$ cat config.mk
export PLATFORM = sky130hd
export DESIGN_NAME = atom_bus
export DESIGN_NICKNAME = d
export VERILOG_FILES = /design/src/rtl/atom_pkg.sv /design/src/rtl/atom_bus.sv
export SDC_FILE = /design/constraint.sdc
export NUM_CORES = 1
export LEC_CHECK = 0
export BUFFER_PORTS_ARGS = -buffer_cell sky130_fd_sc_hd__buf_2
export CAP_MARGIN = 20
export CORE_UTILIZATION = 35
export CTS_BUF_LIST = sky130_fd_sc_hd__clkbuf_4 sky130_fd_sc_hd__clkbuf_8
export CTS_CLUSTER_SIZE = 16
export DETAILED_ROUTE_END_ITERATION = 7
export MAX_ROUTING_LAYER = met4
export PLACE_DENSITY_LB_ADDON = 0.08
export SYNTH_ARGS = -nofsm -noshare
export SYNTH_HDL_FRONTEND = slang
export SYNTH_SLANG_ARGS = --single-unit
export TNS_END_PERCENT = 20
$ cat constraint.sdc
create_clock -name clk25 -period 2.98 [get_ports clk25]
set_input_delay 0.447 -clock clk25 [delete_from_list [all_inputs] [get_ports clk25]]
set_output_delay 0.447 -clock clk25 [all_outputs]
set_load 0.01 [all_outputs]
$ cat src/rtl/atom_pkg.sv
`default_nettype none
// ======================================================================
// Shared types and constants for the Atom system glue
// Address map, turbo encoding and the bus and keyboard bundles
// Imported by wildcard into every RTL module
// ======================================================================

package atom_pkg;

   // ===================================================================
   // Basic bus types
   // ===================================================================

   // CPU address and data
   typedef logic [15:0] addr_t;
   typedef logic [7:0]  data_t;

   // External SRAM address, 256 KB part
   typedef logic [17:0] ext_addr_t;

   // CPU speed select, as set from the keyboard
   typedef enum logic [1:0]
   {
      TURBO_1MHZ = 2'b00,
      TURBO_2MHZ = 2'b01,
      TURBO_4MHZ = 2'b10,
      TURBO_8MHZ = 2'b11
   } turbo_t;

   // CPU bus as captured on the clock enable
   typedef struct packed
   {
      addr_t addr;
      data_t wdata;
      logic  rnw;
   } cpu_bus_t;

   // Keyboard matrix lines into PIA port B and C
   typedef struct packed
   {
      logic [5:0] keyout;
      logic       shift_n;
      logic       ctrl_n;
      logic       rept_n;
   } kbd_t;

   // ===================================================================
   // Timing constants
   // ===================================================================

   // clk25 cycles per counter period
   localparam int CLKDIV_PERIOD = 25;
   // CPU enables per cassette tone half-period
   localparam int CAS_DIV = 208;
   // 8 KB video RAM
   localparam int VID_ADDR_W = 13;
   // Floating data bus pattern
   localparam data_t UNMAPPED_MASK = 8'hF1;

   // Region prefixes, top address bits
   localparam logic [1:0] ROM_PREFIX = 2'b11;
   localparam logic       RAM_PREFIX = 1'b0;
   localparam logic [2:0] VID_PREFIX = 3'b100;
   localparam logic [5:0] PIA_PREFIX = 6'b101100;

   // 8255 register offsets
   localparam logic [1:0] PIA_PA   = 2'd0;
   localparam logic [1:0] PIA_PB   = 2'd1;
   localparam logic [1:0] PIA_PC   = 2'd2;
   localparam logic [1:0] PIA_CTRL = 2'd3;

endpackage

`default_nettype wire

$ cat src/rtl/atom_bus.sv
`timescale 1ns/1ps
`default_nettype none
// ======================================================================
// CPU bus register, address decode and read data multiplexer
// Also drives the external SRAM and masks writes into ROM space
// ======================================================================

module atom_bus
   import atom_pkg::*;
(
   input  wire       clk25,
   input  wire       pwr_up_reset_n,
   input  wire       cpu_clken,
   input  wire       we_gate,
   input  cpu_bus_t  cpu_in,
   output cpu_bus_t  bus,
   output logic      pia_cs,
   output logic      vid_we,
   input  data_t     pia_rdata,
   input  data_t     vid_rdata,
   input  data_t     ram_rdata,
   output data_t     cpu_rdata,
   output ext_addr_t ram_addr,
   output data_t     ram_wdata,
   output logic      ram_oe_n,
   output logic      ram_we_n
);

   // Region selects
   logic rom_cs;
   logic ram_cs;
   logic vid_cs;

   // ===================================================================
   // Bus capture
   // ===================================================================

   // CPU outputs settle one enable ahead, so hold them here
   always_ff @(posedge clk25)
   begin
      if (!pwr_up_reset_n)
      begin
         bus.addr  <= '0;
         bus.wdata <= '0;
         // Idle as a read
         bus.rnw   <= 1'b1;
      end
      else if (cpu_clken)
      begin
         bus <= cpu_in;
      end
   end

   // ===================================================================
   // Address decode
   // ===================================================================

   assign rom_cs = (bus.addr[15:14] == ROM_PREFIX);
   // SRAM holds both RAM and ROM images
   assign ram_cs = (bus.addr[15] == RAM_PREFIX) || rom_cs;
   assign vid_cs = (bus.addr[15:13] == VID_PREFIX);
   assign pia_cs = (bus.addr[15:10] == PIA_PREFIX);

   // Video port A write, level for the whole bus window
   assign vid_we = vid_cs && !bus.rnw;

   // ===================================================================
   // External SRAM
   // ===================================================================

   assign ram_addr  = {2'b00, bus.addr};
   assign ram_wdata = bus.wdata;
   assign ram_oe_n  = !bus.rnw;
   // One cycle strobe, never into ROM
   assign ram_we_n  = !(we_gate && !bus.rnw && !rom_cs);

   // ===================================================================
   // Read data
   // ===================================================================

   always_comb
   begin
      if (ram_cs)
         cpu_rdata = ram_rdata;
      else if (vid_cs)
         cpu_rdata = vid_rdata;
      else if (pia_cs)
         cpu_rdata = pia_rdata;
      else
         // Bus capacitance and pull downs leave this pattern
         cpu_rdata = bus.addr[15:8] & UNMAPPED_MASK;
   end

endmodule

`default_nettype wire

==> metrics.md <==
| Metric | Value |
|---|---|
| Status | `completed` |
| Post-DP Area | `0.00175 mm^2` |
| TritonCTS clock tree | `built` |
| H-tree levels | `1` |
| Logic pwr share | `23.6%` |
| Routability cong. | `0.651` |
| Clock sinks | `25` |
| PwrDens | `around 420 mW/mm^2` |
| Fin Hold WS | `about 0.4 ns` |
| Setup Skew | `0 ns` |
| Vias per cell | `between 4 and 5` |
| Wire per inst | `11.0 um` |
| Switching part of the total | `28.1%` |
| Hpwl dp | `between 2000 and 2500 um` |
| RSZ-0062 raised after global routing | `no` |
| Critical Path Max Stage Delay | `about 0.48 ns` |
| Post-CTS setup repair buffer count | `0` |
| Endpoints failing setup | `0` |
| Antenna Nets Post-Route | `0` |
| Cell Chain, Critical Path | `nand2b_1, nor2b_1, o32ai_2, buf_2` |
| Detail Route met2 WL | `roughly 1400 um` |
| Critical path arrival | `1.62 ns` |
| Clk Latency, worst-skew pair | `0.27 ns` |
| Syn Inst Count | `144` |
| Min Tclk post-route | `2.06 ns` |
| Post-synth cell types | `22` |
| Final worst path period share | `69.2%` |
| Number of global-route vias before repair | `1061` |
| Uppermost routed layer | `met4` |
| Worst-margin pin slew | `0.746 ns` |
| Global route overflow | `0` |
| IO Pins | `~120` |
| Largest net degree at the start of global routing | `27` |
| Post-synthesis cell area | `between 0.001 and 0.0015 mm^2` |
| Worst min-delay path startpoint | `cpu_in[0]` |
| Fill cells | `387` |
| Seq pwr share | `about half` |
| LEAKAGE | `approximately 0.99 nW` |
| Slowest-stage cell, CP | `nand2b_1` |
| Worst Setup Slack, final | `about 0.9 ns` |
| Die X | `64.2 um` |
| CP max FO | `19` |
| Total Wirelength | `around 3000 um` |
| Fmax | `around 480 MHz` |
| Final Util | `48.8%` |
| Power Total | `751 uW` |
| Met3 routed wirelength | `336 um` |
| Root Driver | `clkbuf_8` |
| Number of warnings issued by yosys | `0` |
| Final #Nets | `283` |
| Dpl ws | `1.19 ns` |
| Core area | `roughly 0.0037 mm^2` |
| Origin of the worst setup path | `bus[23]` |
| Critical R2R Launch | `bus[22]` |
| Pint | `approximately 540 uW` |
| CTS buffer count | `3` |
| Global-route total usage across every layer | `15.3%` |
| Area Overhead vs Synth | `32.9%` |
| CTS clock-pin slew for the worst setup and hold paths | `0.09 ns` |
| ANT cells | `0` |
| Clock share of power | `between 20% and 30%` |
| DRC violations left | `0` |
| Met1 wire length | `~1200 um` |
| Worst rel slew slack | `between 50% and 60%` |
| Die area | `0.00412 mm^2` |
| Hold_buf cts | `0` |
| Final instance area | `0.00180 mm^2` |
| Post-cts resize count | `0` |
| Die span in y | `roughly 64 um` |
| CP startpoint kind | `register` |
| Maximum clock path buffer count | `2` |
| Setup total negative slack | `0 ns` |
| Placed Instances | `273` |
| Worst endpoint required time | `2.53 ns` |
| Layout cells sized above 1 | `52.0%` |
| CP endpoint kind | `output port` |
| Part of the Yosys area used for sequential elements | `a little under two fifths` |
| Initial antenna violation count | `0` |
| Fin. Hold Viols | `0` |
| Cell Count, Final, Fillers Out | `277` |
| Via count | `1233` |
| Max_cap viols | `0` |
| Peak supply drop | `about 0.21 mV` |
| Switching power total | `211 uW` |
| FF+latch count, synth | `25` |
| Worst Hold Class | `in -> reg` |
| Final Max Tran Viols | `0` |
| Rows | `22` |
| Critical setup path kind | `reg -> out` |
| Buffers on Ports | `113` |
| Avg Cell Area, Syn | `about 9.4 um^2` |
| Initial DRC Count | `24` |
| Global-route wire length before repair | `4840 um` |
| Initial DRT Pass Iterations | `4` |
| Initial core utilization | `between 30% and 40%` |
[final timing paths]
kind	endpoint	slack, ns	cells after the start
max	cpu_rdata[0]	0.92	4
min	bus[0]	0.40	3
max reg2reg	bus[22]	2.16	2
min reg2reg	bus[10]	0.53	2
[layout make-up]
cell class	count	area, um^2	area share (%)
clock buffer	3	41.3	2.29
inverter	2	7.51	0.417
sequential	25	500	27.8
timing repair buffer	113	566	31.4
clock inverter	1	7.51	0.417
multi-input combinational	85	618	34.3
tap	48	60.1	3.34
[synth_stat cells]
master	number	area share (%)
a21oi_1	3	1.1
a22oi_1	4	2.2
and4bb_4	1	1.2
buf_2	3	1.1
buf_4	28	16
clkbuf_1	2	0.55
conb_1	1	0.28
dfxtp_1	25	37
inv_1	2	0.55
mux2i_1	25	18
nand2_1	8	2.2
nand2b_1	1	0.46
nand3_1	1	0.37
nand4bb_1	1	0.83
nor2_1	1	0.28
nor2b_1	26	12
nor3_1	1	0.37
o211ai_1	1	0.55
o21ai_0	6	2.2
o22ai_1	2	0.92
o311ai_0	1	0.65
o32ai_2	1	1.2
[power by group through the flow]
stage / Sequential, mW / Clock [mW] / Combinational (mW)
finish: 0.372 / 0.202 / 0.177
global route: 0.376 / 0.227 / 0.196
CTS: 0.372 / 0.211 / 0.179
detailed placement: 0.380 / 0 / 0.179
global placement: 0.377 / 0 / 0.178
floorplan: 0.387 / 0 / 0.111
[placed cells by master (no fill, tap or decap)]
cell type     n
nand2b_1      1
and4bb_4      1
inv_1         2
clkinvlp_4    1
a21oi_1       3
o211ai_1      1
o32ai_2       1
o21ai_0       6
buf_2       113
a22oi_1       4
mux2i_1      25
dfxtp_1      25
o311ai_0      1
o22ai_1       2
nand4bb_1     1
nor2_1        1
nor3_1        1
conb_1        2
nand3_1       1
nand2_1       8
clkbuf_8      3
nor2b_1      26
[flip-flops by register name, summed over array words and instances, names as in the netlist]
| signal | cells |
|---|---|
| ram_wdata | 8 |
| bus | 17 |
[cells by family after synthesis]
| family | count (synthesis) | synth area share, % |
|---|---|---|
| compound gates | 18 | 8.86 |
| buf+inv | 35 | 17.7 |
| flops | 25 | 36.9 |
| mux | 25 | 18.5 |
| other cells | 1 | 0.277 |
| simple gates | 40 | 17.7 |
[worst max-delay path: cells and delay by family, from the launching register on]
family                 cells  cell delay [ns]
AOI/OAI and AO/OA          1             0.09
and+or+nand+nor            2             0.71
DFF                        1             0.39
buffers and inverters      1             0.16
[layer usage]
metal / GRT usage (%) / up-vias
met5: - / -
met4: 5.00 / 0
met3: 3.39 / 5
met2: 26.1 / 73
met1: 17.8 / 529
li1: - / 626
(Power assumes the default switching activity.)
