--- config.mk ---
export PLATFORM = sky130hd
export DESIGN_NAME = atom_clken
export DESIGN_NICKNAME = d
export VERILOG_FILES = /design/src/rtl/atom_pkg.sv /design/src/rtl/atom_clken.sv
export SDC_FILE = /design/constraint.sdc
export NUM_CORES = 1
export LEC_CHECK = 0
export BUFFER_PORTS_ARGS = -buffer_cell sky130_fd_sc_hd__buf_2
export CAP_MARGIN = 20
export CORE_AREA = 2 2 39 41
export CTS_CLUSTER_SIZE = 10
export DETAILED_ROUTE_END_ITERATION = 8
export DIE_AREA = 0 0 41 43
export SKIP_CTS_REPAIR_TIMING = 1
export SLEW_MARGIN = 20
export SYNTH_ARGS = -nofsm -noshare
export SYNTH_HDL_FRONTEND = slang
export SYNTH_SLANG_ARGS = --single-unit
export TNS_END_PERCENT = 5
--- constraint.sdc ---
create_clock -name clk25 -period 1.3 [get_ports clk25]
set_input_delay 0.13 -clock clk25 [delete_from_list [all_inputs] [get_ports clk25]]
set_output_delay 0.13 -clock clk25 [all_outputs]
set_load 0.05 [all_outputs]
--- src/rtl/atom_pkg.sv ---
`default_nettype none
// ======================================================================
// Shared types and constants for the Atom system glue
// Address map, turbo encoding and the bus and keyboard bundles
// Imported by wildcard into every RTL module
// ======================================================================

package atom_pkg;

   // ===================================================================
   // Basic bus types
   // ===================================================================

   // CPU address and data
   typedef logic [15:0] addr_t;
   typedef logic [7:0]  data_t;

   // External SRAM address, 256 KB part
   typedef logic [17:0] ext_addr_t;

   // CPU speed select, as set from the keyboard
   typedef enum logic [1:0]
   {
      TURBO_1MHZ = 2'b00,
      TURBO_2MHZ = 2'b01,
      TURBO_4MHZ = 2'b10,
      TURBO_8MHZ = 2'b11
   } turbo_t;

   // CPU bus as captured on the clock enable
   typedef struct packed
   {
      addr_t addr;
      data_t wdata;
      logic  rnw;
   } cpu_bus_t;

   // Keyboard matrix lines into PIA port B and C
   typedef struct packed
   {
      logic [5:0] keyout;
      logic       shift_n;
      logic       ctrl_n;
      logic       rept_n;
   } kbd_t;

   // ===================================================================
   // Timing constants
   // ===================================================================

   // clk25 cycles per counter period
   localparam int CLKDIV_PERIOD = 25;
   // CPU enables per cassette tone half-period
   localparam int CAS_DIV = 208;
   // 8 KB video RAM
   localparam int VID_ADDR_W = 13;
   // Floating data bus pattern
   localparam data_t UNMAPPED_MASK = 8'hF1;

   // Region prefixes, top address bits
   localparam logic [1:0] ROM_PREFIX = 2'b11;
   localparam logic       RAM_PREFIX = 1'b0;
   localparam logic [2:0] VID_PREFIX = 3'b100;
   localparam logic [5:0] PIA_PREFIX = 6'b101100;

   // 8255 register offsets
   localparam logic [1:0] PIA_PA   = 2'd0;
   localparam logic [1:0] PIA_PB   = 2'd1;
   localparam logic [1:0] PIA_PC   = 2'd2;
   localparam logic [1:0] PIA_CTRL = 2'd3;

endpackage

`default_nettype wire

--- src/rtl/atom_clken.sv ---
`timescale 1ns/1ps
`default_nettype none
// ======================================================================
// CPU clock enable generator
// Divides clk25 into 1, 2, 4 or 8 MHz strobes by the turbo setting
// we_gate follows cpu_clken by one cycle for the SRAM write strobe
// ======================================================================

module atom_clken
   import atom_pkg::*;
(
   input  wire    clk25,
   input  wire    pwr_up_reset_n,
   input  turbo_t turbo,
   output logic   cpu_clken,
   output logic   we_gate
);

   // Period counter, 0 to 24
   logic [$clog2(CLKDIV_PERIOD)-1:0] clkdiv;

   // Low counter bits that must be zero for a pulse
   logic [3:0] low_mask;

   // Fewer masked bits means more pulses per period
   always_comb
   begin
      case (turbo)
         TURBO_1MHZ: low_mask = 4'b1111;
         TURBO_2MHZ: low_mask = 4'b0111;
         TURBO_4MHZ: low_mask = 4'b0011;
         default:    low_mask = 4'b0001;
      endcase
   end

   always_ff @(posedge clk25)
   begin
      if (!pwr_up_reset_n)
      begin
         clkdiv    <= '0;
         cpu_clken <= 1'b0;
         we_gate   <= 1'b0;
      end
      else
      begin
         // Wrap at the end of the period
         if (clkdiv == CLKDIV_PERIOD - 1)
            clkdiv <= '0;
         else
            clkdiv <= clkdiv + 1'b1;

         // Only the first 16 counts can pulse
         cpu_clken <= !clkdiv[4] && ((clkdiv[3:0] & low_mask) == 4'b0000);

         // Write gate lands one cycle into the bus window
         we_gate <= cpu_clken;
      end
   end

endmodule

`default_nettype wire

==> results of run 1 <==
## critical path: stages (launching register included)
cell      delay (ns)
dfxtp_1         0.40
inv_1           0.07
ha_1            0.20
nand4b_1        0.13
nand2_2         0.10
nor2_1          0.10
## area by class of cell
class,count,area [sq um],share of cell area
clock buffer,4,26.3,0.0742
multi-input combinational,20,131,0.371
sequential,7,140,0.396
timing repair buffer,5,25.0,0.0707
tap,16,20.0,0.0565
inverter,3,11.3,0.0318
## path summary, 6_finish.rpt
check | start | end | slack [ns]
max | clkdiv[0] | clkdiv[3] | 0.26
min | pwr_up_reset_n | we_gate | 0.14
max reg2reg | clkdiv[0] | clkdiv[3] | 0.26
min reg2reg | cpu_clken | we_gate | 0.45
## layer usage
layer / part of all wire / routed length (um)
met4: 0 / 0
met1: 0.46 / 247
met5: 0 / 0
met3: 0.10 / 55
met2: 0.43 / 231
## metrics by stage
| step | hold slack [ns] | total power [uW] | instance area [sq um] | util |
|---|---|---|---|---|
| finish | 0.137 | 493 | 354 | 0.256 |
| global route | 0.144 | 519 | 354 | 0.256 |
| CTS | 0.129 | 505 | 354 | 0.256 |
| detailed placement | 0.396 | 299 | 328 | 0.237 |
| global placement | 0.394 | 299 | 328 | 0.237 |
| floorplan | 0.252 | 282 | 283 | - |
## power by group
group          total, uW  internal, uW  switching (uW)
Sequential           239           228            11.4
Clock                198           117            80.4
Combinational       55.9          21.2            34.8
## cells in the final DEF, fill, tap and decap left out
cell type / count
dfxtp_1: 7
nor2_1: 5
buf_2: 5
inv_1: 3
clkbuf_4: 3
nand3_1: 2
xor2_1: 2
nand2_1: 2
ha_1: 2
nand4b_1: 1
nand2_2: 1
and3_1: 1
xnor2_1: 1
a21oi_1: 1
o2111a_1: 1
and2_1: 1
clkbuf_1: 1
## cells by family (layout without fill, tap and decap cells)
group           count (synthesis)  in the layout  synth area share
buf+inv                         3             12            0.0398
simple gates                   13             13             0.226
flops                           7              7             0.496
xor+xnor                        3              3            0.0929
fa+ha+maj                       2              2            0.0885
compound gates                  2              2            0.0575
## sequential cells by signal, summed over array words and instances, names as in the netlist
| register | count |
|---|---|
| clkdiv | 5 |
| cpu_clken | 1 |
| we_gate | 1 |
==> impl_metrics.toml, run 1 <==
[run_status]
status = "complete, no violations"

[synth]
synth_nets = 36
postSynthCellCount = 30
synth_top_area_share = 0.496
ys_seq_area_frac = 0.496
netlist_area_sq_um = 283
async_flop_share = 0
synth_seq_cells = 7
synth_ff_type = "dfxtp_1"
synth.yosys.warnings = 0
synth_common_cells = "7 x dfxtp_1, 5 x nor2_1, 3 x inv_1"
syn_area_per_cell_sq_um = 9.43
synth_top_cell_by_area = "dfxtp_1"
yosysMostFrequentCell = "dfxtp_1"
synth_edf_count = 0
synthTopCellsByArea = "dfxtp_1 50%, ha_1 8.8%, nor2_1 6.6%"
ys_types = 14

[floorplanning]
design.core.area_sq_um = 1380
die_h_um = 43
initial_utilization = 0.204
die_w_um = 41
fp.dieArea_sq_um = 1760
num_rows = 14
ios = 6

[finish]
syn2layout_area_growth_pct = 25.2
finalNetCount = 46
final_cells = 55
fillCellCount = 155
diodes = 0
layout-drive-gt1-share = 0.231

[sta]
tightest_slew_ns = 0.247
fin_ws_ns = 0.256
fin_skew_ns = 0.00839
relSlewSlack = 0.837
clock.fmax_mhz = 958
finalMaxSlewViolations = 0
fin_crit_sh = 0.803
rsz0062_at_grt = "false"
hold_violations = 0
finalSetupTns_ns = 0
finalSetupViolations = 0
fin_crit_ns = 1.04

[global_route]
grt_max_degree = 6
first_global_vias = 212
grt_overflow = 0
grt_pass1_wl_um = 800
use_met1 = 0.0641
antenna_found_initial = 0
met2_usage = 0.109
globalRouteTotalUtil = 0.0762
globalRoute.busiestLayer = "met2"
grt_use_met3 = 0.0942

[clock_network]
root_buffer = "clkbuf_4"
cts.path.max_buffers = 2
cts_buffers = 3
cts_tree = "done"
clk_pin_slew_ns = 0.06
insertion_delay_ns = 0.25
htreeDepth = 1
cts_sinks = 7

[detailed_routing]
ant_nets = 0
vias = 231
finalWirelength_um = 534
viasPerCell = 4.20
drc_errors = 0
routedWlPerCell_um = 9.71
first_pass_iters = 4
drt_iter0_drc = 3

[setup_path]
critPathLaunchType = "register"
cp_max_fo = 5
reg2regPathDepth = 5
crit_path_end_kind = "register"
path_class = "reg -> reg"
crit_required_ns = 1.48
arrival_ns = 1.23

[job]
maxCapViolations = 0

[pwr]
leakage_uw = 0.000159
p_per_area_nw_per_um2 = 1390
ir_drop_uv = 526

[place]
dp.cells = 51
dp_worst_setup_slack_ns = 0.296
gp_congestion = 0.690
portBuffers = 5

[min_path]
hold_depth = 2
hold_class = "in -> reg"
Power figures use the tool's default switching activity.
==> inputs of run 2 (changes only) <==
clock period = 0.98 ns   (was 1.3 ns; I/O delays follow)
==> impl_metrics.toml, run 2 (same netlist as run 1, synthesis figures left out) <==
[pwr]
p_per_area_nw_per_um2 = 1740
ir_drop_uv = 482
leakage_uw = 0.000166
finalPower_uw = 682

[place]
dp_worst_setup_slack_ns = -0.0146
portBuffers = 5
placed_area_sq_um = 343
gp_congestion = 0.698
hpwl_um = 386
dp.cells = 53

[floorplanning]
die_w_um = 41
ios = 6
initial_utilization = 0.204
die_h_um = 43
fp.dieArea_sq_um = 1760
num_rows = 14
design.core.area_sq_um = 1380

[clock_network]
cts_buffers = 3
root_buffer = "clkbuf_4"
insertion_delay_ns = 0.25
cts_sinks = 7
htreeDepth = 1
cts.path.max_buffers = 2
cts_tree = "done"
clk_pin_slew_ns = 0.06

[setup_path]
slowest_delay_ns = 0.36
arrival_ns = 1.09
critPathBufInv = 1
crit_path_end_kind = "register"
critPathLaunchType = "register"
critical-path-top-delay-family = "flip-flops"
cp_max_fo = 4
crit_required_ns = 1.12
cpMaxStageDelayCell = "dfxtp_4"
worstPathCellList = "inv_2 > ha_4 > nand4b_1 > nand2_2 > nor2_1"
path_class = "reg -> reg"
rrSetupSlack_ns = 0.02

[sta]
fin_crit_sh = 0.975
fin_skew_ns = 0.00731
fin_ws_ns = 0.0241
rsz0062_at_grt = "true"
clock.fmax_mhz = 1050
fin_crit_ns = 0.956
relSlewSlack = 0.837
tightest_slew_ns = 0.247
finalMaxSlewViolations = 0
hold_violations = 0
finalSetupViolations = 0
whs_ns = 0.109

[global_route]
grt_overflow = 0
globalRouteTotalUtil = 0.0823
grt_max_degree = 6
grt_pass1_wl_um = 821
first_global_vias = 213
antenna_found_initial = 0

[detailed_routing]
drt-met1-wl_um = 237
first_pass_iters = 2
finalWirelength_um = 551
viasPerCell = 4.21
vias = 240
ant_nets = 0
routedWlPerCell_um = 9.67
highest_layer = "met4"
drt_iter0_drc = 2
wl_met2_um = 264
drc_errors = 0
wl_met3_um = 38

[finish]
finalNetCount = 48
largest_register = "clkdiv"
largestRegisters = "clkdiv x5, cpu_clken x1, we_gate x1"
mostFrequentLayoutCells = "5 x dfxtp_1, 5 x buf_2, 4 x nor2_1, 3 x clkbuf_4"
fillCellCount = 155
final_cells = 57
largest_reg_flops = 5
diodes = 0
syn2layout_area_growth_pct = 38.5
layout-drive-gt1-share = 0.439
final_cell_area_sq_um = 392

[job]
maxCapViolations = 0

[run_status]
status = "complete, no violations"

[min_path]
hold_class = "in -> reg"
## run 2: cell count changes in the layout (fill, tap and decap cells not counted)
cell	change
inv_2	+2
ha_2	+1
nor2_1	-1
ha_4	+1
dfxtp_1	-2
inv_1	-2
dfxtp_2	+1
ha_1	-2
nor2_2	+1
dfxtp_4	+1
buf_4	+2
## run 2: power breakdown
part	switching (uW)	leakage [uW]	internal (uW)	total [uW]
registers	14.5	0.0000583	304	318
logic	56.4	0.0000926	43.6	100
clock network	108	0.0000150	156	263
total	179	0.000166	503	682
## run 2: worst paths after layout
path | depth (start not counted) | endpoint | startpoint
setup / recovery | 5 | clkdiv[3] | clkdiv[1]
hold / removal | 2 | we_gate | pwr_up_reset_n
setup reg to reg | 5 | clkdiv[3] | clkdiv[1]
hold reg to reg | 1 | we_gate | cpu_clken
## run 2: final cells by class
type	count	area (sq um)	share of cell area
tap	16	20.0	0.0511
clock buffer	4	26.3	0.0671
timing repair buffer	7	40.0	0.102
sequential	7	145	0.371
inverter	3	11.3	0.0288
multi-input combinational	20	149	0.380
## run 2: worst register-to-register path: stages, from the launching register on
cell      delay, ns
dfxtp_4        0.36
inv_2          0.07
ha_4           0.12
nand4b_1       0.12
nand2_2        0.13
nor2_1         0.05
## run 2: through the flow
step | util | TNS, ns
floorplan | - | 0
global placement | 0.248 | 0
detailed placement | 0.248 | -0.0324
CTS | 0.267 | -0.130
global route | 0.283 | -0.0498
finish | 0.283 | 0
## run 2: metal layers
layer  vias to the layer above  GRT usage
met2                         6      0.106
li1                        119          -
met1                       113     0.0675
met3                         2     0.0785
met5                         -          0
met4                         0     0.0800
