`src/rtl/atom_pkg.sv`:
```
`default_nettype none
// ======================================================================
// Shared types and constants for the Atom system glue
// Address map, turbo encoding and the bus and keyboard bundles
// Imported by wildcard into every RTL module
// ======================================================================

package atom_pkg;

   // ===================================================================
   // Basic bus types
   // ===================================================================

   // CPU address and data
   typedef logic [15:0] addr_t;
   typedef logic [7:0]  data_t;

   // External SRAM address, 256 KB part
   typedef logic [17:0] ext_addr_t;

   // CPU speed select, as set from the keyboard
   typedef enum logic [1:0]
   {
      TURBO_1MHZ = 2'b00,
      TURBO_2MHZ = 2'b01,
      TURBO_4MHZ = 2'b10,
      TURBO_8MHZ = 2'b11
   } turbo_t;

   // CPU bus as captured on the clock enable
   typedef struct packed
   {
      addr_t addr;
      data_t wdata;
      logic  rnw;
   } cpu_bus_t;

   // Keyboard matrix lines into PIA port B and C
   typedef struct packed
   {
      logic [5:0] keyout;
      logic       shift_n;
      logic       ctrl_n;
      logic       rept_n;
   } kbd_t;

   // ===================================================================
   // Timing constants
   // ===================================================================

   // clk25 cycles per counter period
   localparam int CLKDIV_PERIOD = 25;
   // CPU enables per cassette tone half-period
   localparam int CAS_DIV = 208;
   // 8 KB video RAM
   localparam int VID_ADDR_W = 13;
   // Floating data bus pattern
   localparam data_t UNMAPPED_MASK = 8'hF1;

   // Region prefixes, top address bits
   localparam logic [1:0] ROM_PREFIX = 2'b11;
   localparam logic       RAM_PREFIX = 1'b0;
   localparam logic [2:0] VID_PREFIX = 3'b100;
   localparam logic [5:0] PIA_PREFIX = 6'b101100;

   // 8255 register offsets
   localparam logic [1:0] PIA_PA   = 2'd0;
   localparam logic [1:0] PIA_PB   = 2'd1;
   localparam logic [1:0] PIA_PC   = 2'd2;
   localparam logic [1:0] PIA_CTRL = 2'd3;

endpackage

`default_nettype wire

```
`src/rtl/atom_pia.sv`:
```
`timescale 1ns/1ps
`default_nettype none
// ======================================================================
// 8255 PIA model with fixed directions
// PA and PC low nibble are outputs, PB and PC high nibble are inputs
// ======================================================================

module atom_pia
   import atom_pkg::*;
(
   input  wire        clk25,
   input  wire        pwr_up_reset_n,
   input  wire        cpu_clken,
   input  cpu_bus_t   bus,
   input  wire        pia_cs,
   input  kbd_t       kbd,
   input  wire        cas_in,
   input  wire        cas_tone,
   input  wire        fs_n,
   output data_t      pia_rdata,
   output logic [3:0] kbd_row,
   output logic [3:0] vdg_mode,
   output logic [3:0] pc_out
);

   // Output latches
   data_t      pa_r;
   logic [3:0] pc_r;

   // Write strobe for this enable
   logic       pia_wr;

   assign pia_wr = cpu_clken && pia_cs && !bus.rnw;

   // ===================================================================
   // Output latches
   // ===================================================================

   always_ff @(posedge clk25)
   begin
      if (!pwr_up_reset_n)
      begin
         pa_r <= '0;
         pc_r <= '0;
      end
      else if (pia_wr)
      begin
         case (bus.addr[1:0])
            PIA_PA:   pa_r <= bus.wdata;
            PIA_PC:   pc_r <= bus.wdata[3:0];
            PIA_CTRL:
            begin
               // Bit set and reset on port C, mode words ignored
               if (!bus.wdata[7])
                  pc_r[bus.wdata[2:1]] <= bus.wdata[0];
            end
            default:  ;
         endcase
      end
   end

   // ===================================================================
   // Read mux
   // ===================================================================

   always_comb
   begin
      case (bus.addr[1:0])
         PIA_PA:  pia_rdata = pa_r;
         PIA_PB:  pia_rdata = {kbd.shift_n, kbd.ctrl_n, kbd.keyout};
         PIA_PC:  pia_rdata = {fs_n, kbd.rept_n, cas_in, cas_tone, pc_r};
         // Control register reads as zero
         default: pia_rdata = '0;
      endcase
   end

   // Row select low, display mode high
   assign kbd_row  = pa_r[3:0];
   assign vdg_mode = pa_r[7:4];
   assign pc_out   = pc_r;

endmodule

`default_nettype wire

```
`config.mk`:
```
export PLATFORM = sky130hd
export DESIGN_NAME = atom_pia
export DESIGN_NICKNAME = d
export VERILOG_FILES = /design/src/rtl/atom_pkg.sv /design/src/rtl/atom_pia.sv
export SDC_FILE = /design/constraint.sdc
export NUM_CORES = 1
export LEC_CHECK = 0
export BUFFER_PORTS_ARGS = -buffer_cell sky130_fd_sc_hd__clkbuf_2
export CAP_MARGIN = 10
export CORE_MARGIN = 2
export CORE_UTILIZATION = 37
export CTS_CLUSTER_SIZE = 8
export DETAILED_ROUTE_END_ITERATION = 10
export PLACE_DENSITY = 0.89
export SLEW_MARGIN = 10
export SYNTH_ARGS = -nofsm -noshare
export SYNTH_HDL_FRONTEND = slang
export SYNTH_SLANG_ARGS = --single-unit
```
`constraint.sdc`:
```
create_clock -name clk25 -period 1.4 [get_ports clk25]
set_input_delay 0.21 -clock clk25 [delete_from_list [all_inputs] [get_ports clk25]]
set_output_delay 0.21 -clock clk25 [all_outputs]
set_load 0.01 [all_outputs]
```
==> summary.txt, run 1 <==
Clock tree
  – Root Buffer: clkbuf_4
  – Sink Count: 12
  – CTS Buf Count: 3
  – Htree depth: 1
  – Clock Path Buffers: 2
  – CTS tree: done
  – Post-CTS Repair Setup Buffers: 0
  – Resize count post-CTS: 0
  – # hold bufs at CTS: 0
  – Clk_lat worst skew: 260 ps
  – Reg clk slew, reported paths: about 60 ps

Drt
  – Metal3 WL: approximately 170 µm
  – TritonRoute pass-1 iters: 4
  – Routed wire per std cell: 11.1 µm
  – DRC errors left: 0
  – Via density: between 4 and 5
  – Routed vias: 822
  – DR iter-0 viols: 7
  – Antenna violation net count after detailed routing: 0
  – Wl on met1: between 700 and 800 µm
  – Total wire length: roughly 1.8 mm
  – DR WL met2: 906 µm
  – Top Layer Used: met3

Placement
  – Routability Congestion: between 0.7 and 0.8
  – Area after DPL: 975 µm²
  – Dpl ws: around 70 ps
  – Port buffer count: 46
  – DP HPWL: between 1.5 and 2 mm

Floorplan
  – Die Ht: 48.3 µm
  – Core Rows: 16
  – IO Pins: between 60 and 70
  – Die ar.: about 2300 µm²
  – Core ar.: about 1900 µm²
  – Initial Util: a little under two fifths
  – Die X: 48.3 µm

Yosys
  – Syn Area/Cell: around 8.0 µm²
  – EDFF count, synth: 0
  – Post-Syn Area: about 720 µm²
  – Synth Instances: 91
  – Ys flop type: dfxtp_1
  – Largest area contributor in the netlist: dfxtp_1
  – Yosys warnings: 0
  – Distinct cells, synth: 21
  – Post-synth top area share: between 30% and 40%
  – Seq/Total Area, Yosys: 33.2%
  – Syn nets: 132
  – Register bit total from synthesis: 12
  – Async set or reset register ratio after synthesis: 0%
  – Synth top area cells: dfxtp_1, mux2i_1, a21oi_1

STA
  – Slew Limit Fails: 0
  – FMAX: 785 MHz
  – RSZ-0062 raised after global routing: no
  – Final hold violation count: 0
  – Least-Margin Pin Slew: 340 ps
  – Slew margin rel.: between 70% and 80%
  – Setup TNS Final: 0 ps
  – Fin Clk Skew: 0 ps
  – Fin crit share: 91.0%
  – Setup-failing EPs final: 0
  – Post-route minimum period: about 1300 ps
  – Setup slack after layout: 126 ps

Layout
  – Share of cells above drive strength 1: around two fifths
  – Diodes inserted: 0
  – Layout area overhead: 37.7%
  – Layout Cell Area excl Fill: 997 µm²
  – Nets: about 180

Critical path
  – Worst path required time: ~1200 ps
  – R2r setup slk: between 700 and 800 ps
  – CP startpoint kind: primary input
  – Setup CP Type: primary input to primary output
  – Reg-to-reg startpoint: pc_out[2]$_SDFFE_PN0P_
  – Crit path from: bus[10]
  – Arr. time, crit path: ~1100 ps
  – Crit. End Element: primary output
  – Critical path fanouts, max: 7

Power
  – Total power: 0.699 mW
  – P per Cell Area: between 700 and 800 nW/µm²
  – Leakage: roughly 0.51 nW
  – Maximum VDD drop: approximately 320 µV

GRT
  – Largest net degree at the start of global routing: 13
  – Global-route wire length before repair: between 2 and 2.5 mm
  – Overall routing resource usage: 15.3%
  – Antenna violations before repair: 0
  – Vias in the first global route: around 700
  – Final global-route overflow total: 0

Outcome
  – Outcome: complete, no violations

Job
  – Max_cap viols: 0

Min path
  – Worst Hold Class: primary input to flip-flop
  – Hold path start: bus[5]
==> synthesized netlist by cell type (2+ instances only) <==
| cell | n |
|---|---|
| nand2_1 | 14 |
| a21oi_1 | 12 |
| dfxtp_1 | 12 |
| mux2i_1 | 12 |
| o21ai_0 | 9 |
| nor2_1 | 7 |
| nand3_1 | 5 |
| inv_1 | 3 |
| clkbuf_1 | 2 |
| o211ai_1 | 2 |
| o41ai_1 | 2 |
| or3b_1 | 2 |
==> power breakdown <==
| part | internal, mW | total (mW) | switching (mW) |
|---|---|---|---|
| clock | 0.0992 | 0.200 | 0.101 |
| combinational | 0.0684 | 0.149 | 0.0805 |
| sequential | 0.346 | 0.349 | 0.00358 |
| total | 0.513 | 0.699 | 0.185 |
==> kinds of logic (layout without fill, tap and decap cells) <==
kind of cell,Yosys count,after routing,share of synthesized area [%]
AO/OA/AOI/OAI,26,26,19.7
buffers and inverters,8,56,7.60
flip-flops,12,12,33.2
multiplexers,12,12,16.6
AND/OR/NAND/NOR,33,33,23.0
==> final cells by class <==
class | count | area [µm²]
Inverter | 3 | 11.3
Fill cell | 182 | 905
Tap cell | 27 | 33.8
Sequential cell | 12 | 240
Multi-Input combinational cell | 71 | 429
Clock buffer | 3 | 22.5
Timing Repair Buffer | 50 | 260
==> layout by cell type, fill, tap and decap left out <==
cell / n
a21oi_1: 12
and3b_1: 1
buf_4: 4
clkbuf_2: 46
clkbuf_4: 3
dfxtp_1: 12
inv_1: 3
mux2i_1: 12
nand2_1: 14
nand2_2: 1
nand3_1: 5
nand3_4: 1
nor2_1: 7
nor2_2: 1
nor2b_1: 1
o211ai_1: 2
o21ai_0: 9
o21ai_1: 1
o41ai_1: 2
or3b_1: 2
==> metrics by stage <==
step / utilization (%) / hold slack (ps) / cells
after floorplan: - / 354 / 91
after global placement: 51.2 / 449 / 163
after detailed placement: 51.2 / 460 / 163
after CTS: 52.4 / 185 / 166
after global routing: 52.4 / 204 / 166
final: 52.4 / 192 / 166
==> worst max-delay path, cell delays in order <==
cell and delay, ps:
clkbuf_2 200, buf_4 210, mux2i_1 220, o21ai_0 100, clkbuf_2 130
==> registers in the layout, summed over array words and instances, names as in the netlist <==
register and count:
pa_r 8, pc_out 4
==> routing by layer <==
layer | GRT usage [%] | vias to the layer above
li1 | - | 417
met1 | 14.7 | 369
met2 | 30.3 | 36
met3 | 3.33 | 0
met4 | 7.03 | 0
met5 | 0 | -
==> worst paths after layout <==
check	cells past startpoint	to
max	5	pia_rdata[6]
min	3	pa_r[4]$_SDFFE_PN0P_
max reg2reg	2	pc_out[2]$_SDFFE_PN0P_
min reg2reg	2	pa_r[0]$_SDFFE_PN0P_
No activity file was read; power rests on OpenSTA's default activity.
==> inputs of run 2 (changes only) <==
ABC_AREA = 1   (was not set)
PLACE_DENSITY = 0.88   (was 0.89)
RECOVER_POWER = 25   (was not set)
==> run 2 against run 1 <==
Hold slack worse by 15 ps. Clock skew unchanged. Power up 13%. Global-route usage up 2.1 points. Critical endpoint is now pia_rdata[5].
==> summary.txt, run 2 <==
Clock tree
  – Clock Path Buffers: 2 (unchanged)
  – CTS tree: done
  – Reg clk slew, reported paths: 70 ps (about the same)
  – Post-CTS Repair Setup Buffers: 0 (unchanged)
  – # hold bufs at CTS: 0 (unchanged)
  – Sink Count: 12 (unchanged)
  – Resize count post-CTS: 0 (unchanged)
  – Root Buffer: clkbuf_4
  – CTS Buf Count: 3 (unchanged)
  – Clk_lat worst skew: 270 ps (about the same)
  – Htree depth: 1 (unchanged)

Critical path
  – Critical path's top delay family: simple AND/OR/NAND/NOR gates
  – Worst path required time: 1190 ps (about the same)
  – Buf/Inv on CP: 2 (-1)
  – Setup CP Type: primary input to primary output
  – CP startpoint kind: primary input
  – Slowest cell delay on critical path: 400 ps (+180 ps)
  – Critical path fanouts, max: 9 (+2)
  – Arr. time, crit path: 1110 ps (+50 ps)
  – Crit path cell chain: clkbuf_2 -> or2_2 -> o211ai_1 -> clkbuf_2
  – Slowest library cell on the worst path: or2_2
  – Crit. End Element: primary output
  – Dominant cell type by count on the critical path: clkbuf_2

Outcome
  – Outcome: complete, no violations

Yosys
  – Yosys warnings: 0 (unchanged)
  – Largest area contributor in the netlist: dfxtp_1
  – Post-synth top area share: 32.5% (-0.67 points)
  – Post-Syn Area: 739 µm² (+2.1%)
  – Synth Instances: 119 (+31%)
  – EDFF count, synth: 0 (unchanged)
  – Syn Area/Cell: 6.21 µm² (-22%)
  – Syn nets: 160 (+21%)
  – Async set or reset register ratio after synthesis: 0% (unchanged)
  – Synth top area cells: dfxtp_1, nand2_1, nor2_1
  – Most numerous cell in the Yosys netlist: nand2_1
  – Ys flop type: dfxtp_1
  – Distinct cells, synth: 15 (-29%)
  – Register bit total from synthesis: 12 (unchanged)
  – Seq/Total Area, Yosys: 32.5% (-0.67 points)
  – Commonest cells in the netlist: nand2_1, nor2_1, inv_1, o21ai_0, dfxtp_1

GRT
  – Overall routing resource usage: 17.4% (+2.1 points)
  – Largest net degree at the start of global routing: 13 (unchanged)
  – Final global-route overflow total: 0 (unchanged)
  – Antenna violations before repair: 0 (unchanged)
  – Vias in the first global route: 805 (+15%)
  – Global-route wire length before repair: 3.26 mm (+31%)

Layout
  – Largest register by flop count: pa_r
  – Most common cell after layout, fill and taps aside: clkbuf_2
  – Largest register FFs: 8 (unchanged)
  – Nets: 212 (+16%)
  – Share of cells above drive strength 1: 30.6% (-9.7 points)
  – Diodes inserted: 0 (unchanged)
  – Final cell count without fillers: 197 (+19%)
  – Layout area overhead: 40.4%
  – Commonest cells after routing, fill and taps aside: clkbuf_2, nand2_1, nor2_1

STA
  – Post-route minimum period: 1320 ps (+44.8 ps)
  – Setup-failing EPs final: 0 (unchanged)
  – Setup TNS Final: 0 ps (unchanged)
  – Least-Margin Pin Slew: 369 ps (+29.0 ps)
  – RSZ-0062 raised after global routing: no
  – Final hold violation count: 0 (unchanged)
  – FMAX: 758 MHz (-3.4%)
  – Fin crit share: 94.2% (+3.2 points)
  – Fin Clk Skew: 0 ps (unchanged)
  – Slew margin rel.: 75.3% (-2.0 points)
  – Slew Limit Fails: 0 (unchanged)

Floorplan
  – Core Rows: 16 (unchanged)
  – Core ar.: 1920 µm² (+1.1%)
  – Die ar.: 2370 µm² (+1.9%)
  – Initial Util: 38.5% (+0.38 points)
  – Die Ht: 48.7 µm (+0.94%)
  – Die X: 48.7 µm (+0.94%)
  – IO Pins: 61 (unchanged)

Placement
  – Routability Congestion: 0.815 (+11%)
  – Port buffer count: 46 (unchanged)
  – DP HPWL: 1.64 mm (+3.9%)
  – Cells after DPL: 193 (+18%)

Drt
  – Total wire length: 2.11 mm (+14%)
  – TritonRoute pass-1 iters: 4 (unchanged)
  – Antenna violation net count after detailed routing: 0 (unchanged)
  – DR iter-0 viols: 32 (+25)
  – DRC errors left: 0 (unchanged)
  – Routed wire per std cell: 10.7 µm (-3.9%)
  – Via density: 4.81 (-2.8%)
  – Routed vias: 948 (+15%)

Power
  – Clock share of power: 34.8% (+6.1 points)
  – Int Pwr: 0.576 mW (+12%)
  – P per Cell Area: 762 nW/µm² (+8.7%)
  – Switching part of the total: 27.2% (+0.69 points)
  – Reg power frac: 44.9% (-5.1 points)
  – Leakage: 0.546 nW (+6.4%)
  – Maximum VDD drop: 439 µV (+38%)
  – Comb power frac: 20.3% (-1.0 points)
  – P_sw: 0.215 mW (+16%)

Min path
  – Worst Hold Class: primary input to flip-flop

Job
  – Max_cap viols: 0 (unchanged)
## run 2: cell types whose count changed in the layout (fill, tap and decap cells not counted), moves of 2 or more
cell	previous run	this run
inv_1	3	17
nor2_1	7	25
clkbuf_2	46	42
o211ai_1	2	8
nand2_1	14	31
o21ai_0	9	15
or3b_1	2	0
clkbuf_1	0	5
o41ai_1	2	0
mux2i_1	12	0
a21oi_1	12	1
buf_4	4	2
nand3_1	5	3
## run 2: through the flow
step                hold WS (ps)  utilization [%]  total power [mW]  setup slack (ps)  instance area [µm²]
floorplan                    345                -             0.441               371                  739
global placement             435             52.6             0.518               101                 1010
detailed placement           455             52.6             0.523              58.8                 1010
CTS                          172             54.5             0.799              58.5                 1050
global route                 184             54.0             0.829              31.4                 1040
finish                       177             54.0             0.791              80.8                 1040
## run 2: power groups by stage
stage | logic, mW | clock network [mW] | registers, mW
global route | 0.176 | 0.297 | 0.357
finish | 0.160 | 0.275 | 0.355
detailed placement | 0.160 | 0 | 0.363
global placement | 0.155 | 0 | 0.363
floorplan | 0.0750 | 0 | 0.366
CTS | 0.161 | 0.282 | 0.355
## run 2: final cells by class
type | instances | area (µm²)
clock buffer | 4 | 36.3
fill | 204 | 883
inverter | 18 | 67.6
multi-input combinational | 87 | 417
sequential | 12 | 240
tap | 27 | 33.8
timing repair buffer | 49 | 244
## run 2: kinds of logic after synthesis
family          after synthesis  share of synthesized area, %
buf+inv                      20                          11.2
compound gates               24                          19.0
simple gates                 63                          37.4
flops                        12                          32.5
## run 2: metal layers
metal | GRT usage, % | part of all wire, %
met5 | 0 | 0
met4 | 10.0 | 2.3
met3 | 2.47 | 6.0
met2 | 31.5 | 50
met1 | 19.3 | 42
## run 2: path summary, 6_finish.rpt
| kind | startpoint | to | slack [ps] | depth (start not counted) |
|---|---|---|---|---|
| max | bus[10] | pia_rdata[5] | 80 | 4 |
| min | bus[6] | pa_r[5]$_SDFFE_PN0P_ | 180 | 3 |
| max reg2reg | pa_r[6]$_SDFFE_PN0P_ | pa_r[6]$_SDFFE_PN0P_ | 730 | 2 |
| min reg2reg | pc_out[0]$_SDFFE_PN0P_ | pc_out[0]$_SDFFE_PN0P_ | 530 | 2 |
## run 2: tightest hold or removal path, stage by stage
cell	delay, ps
clkbuf_2	80
nor2_1	40
nor2_1	80
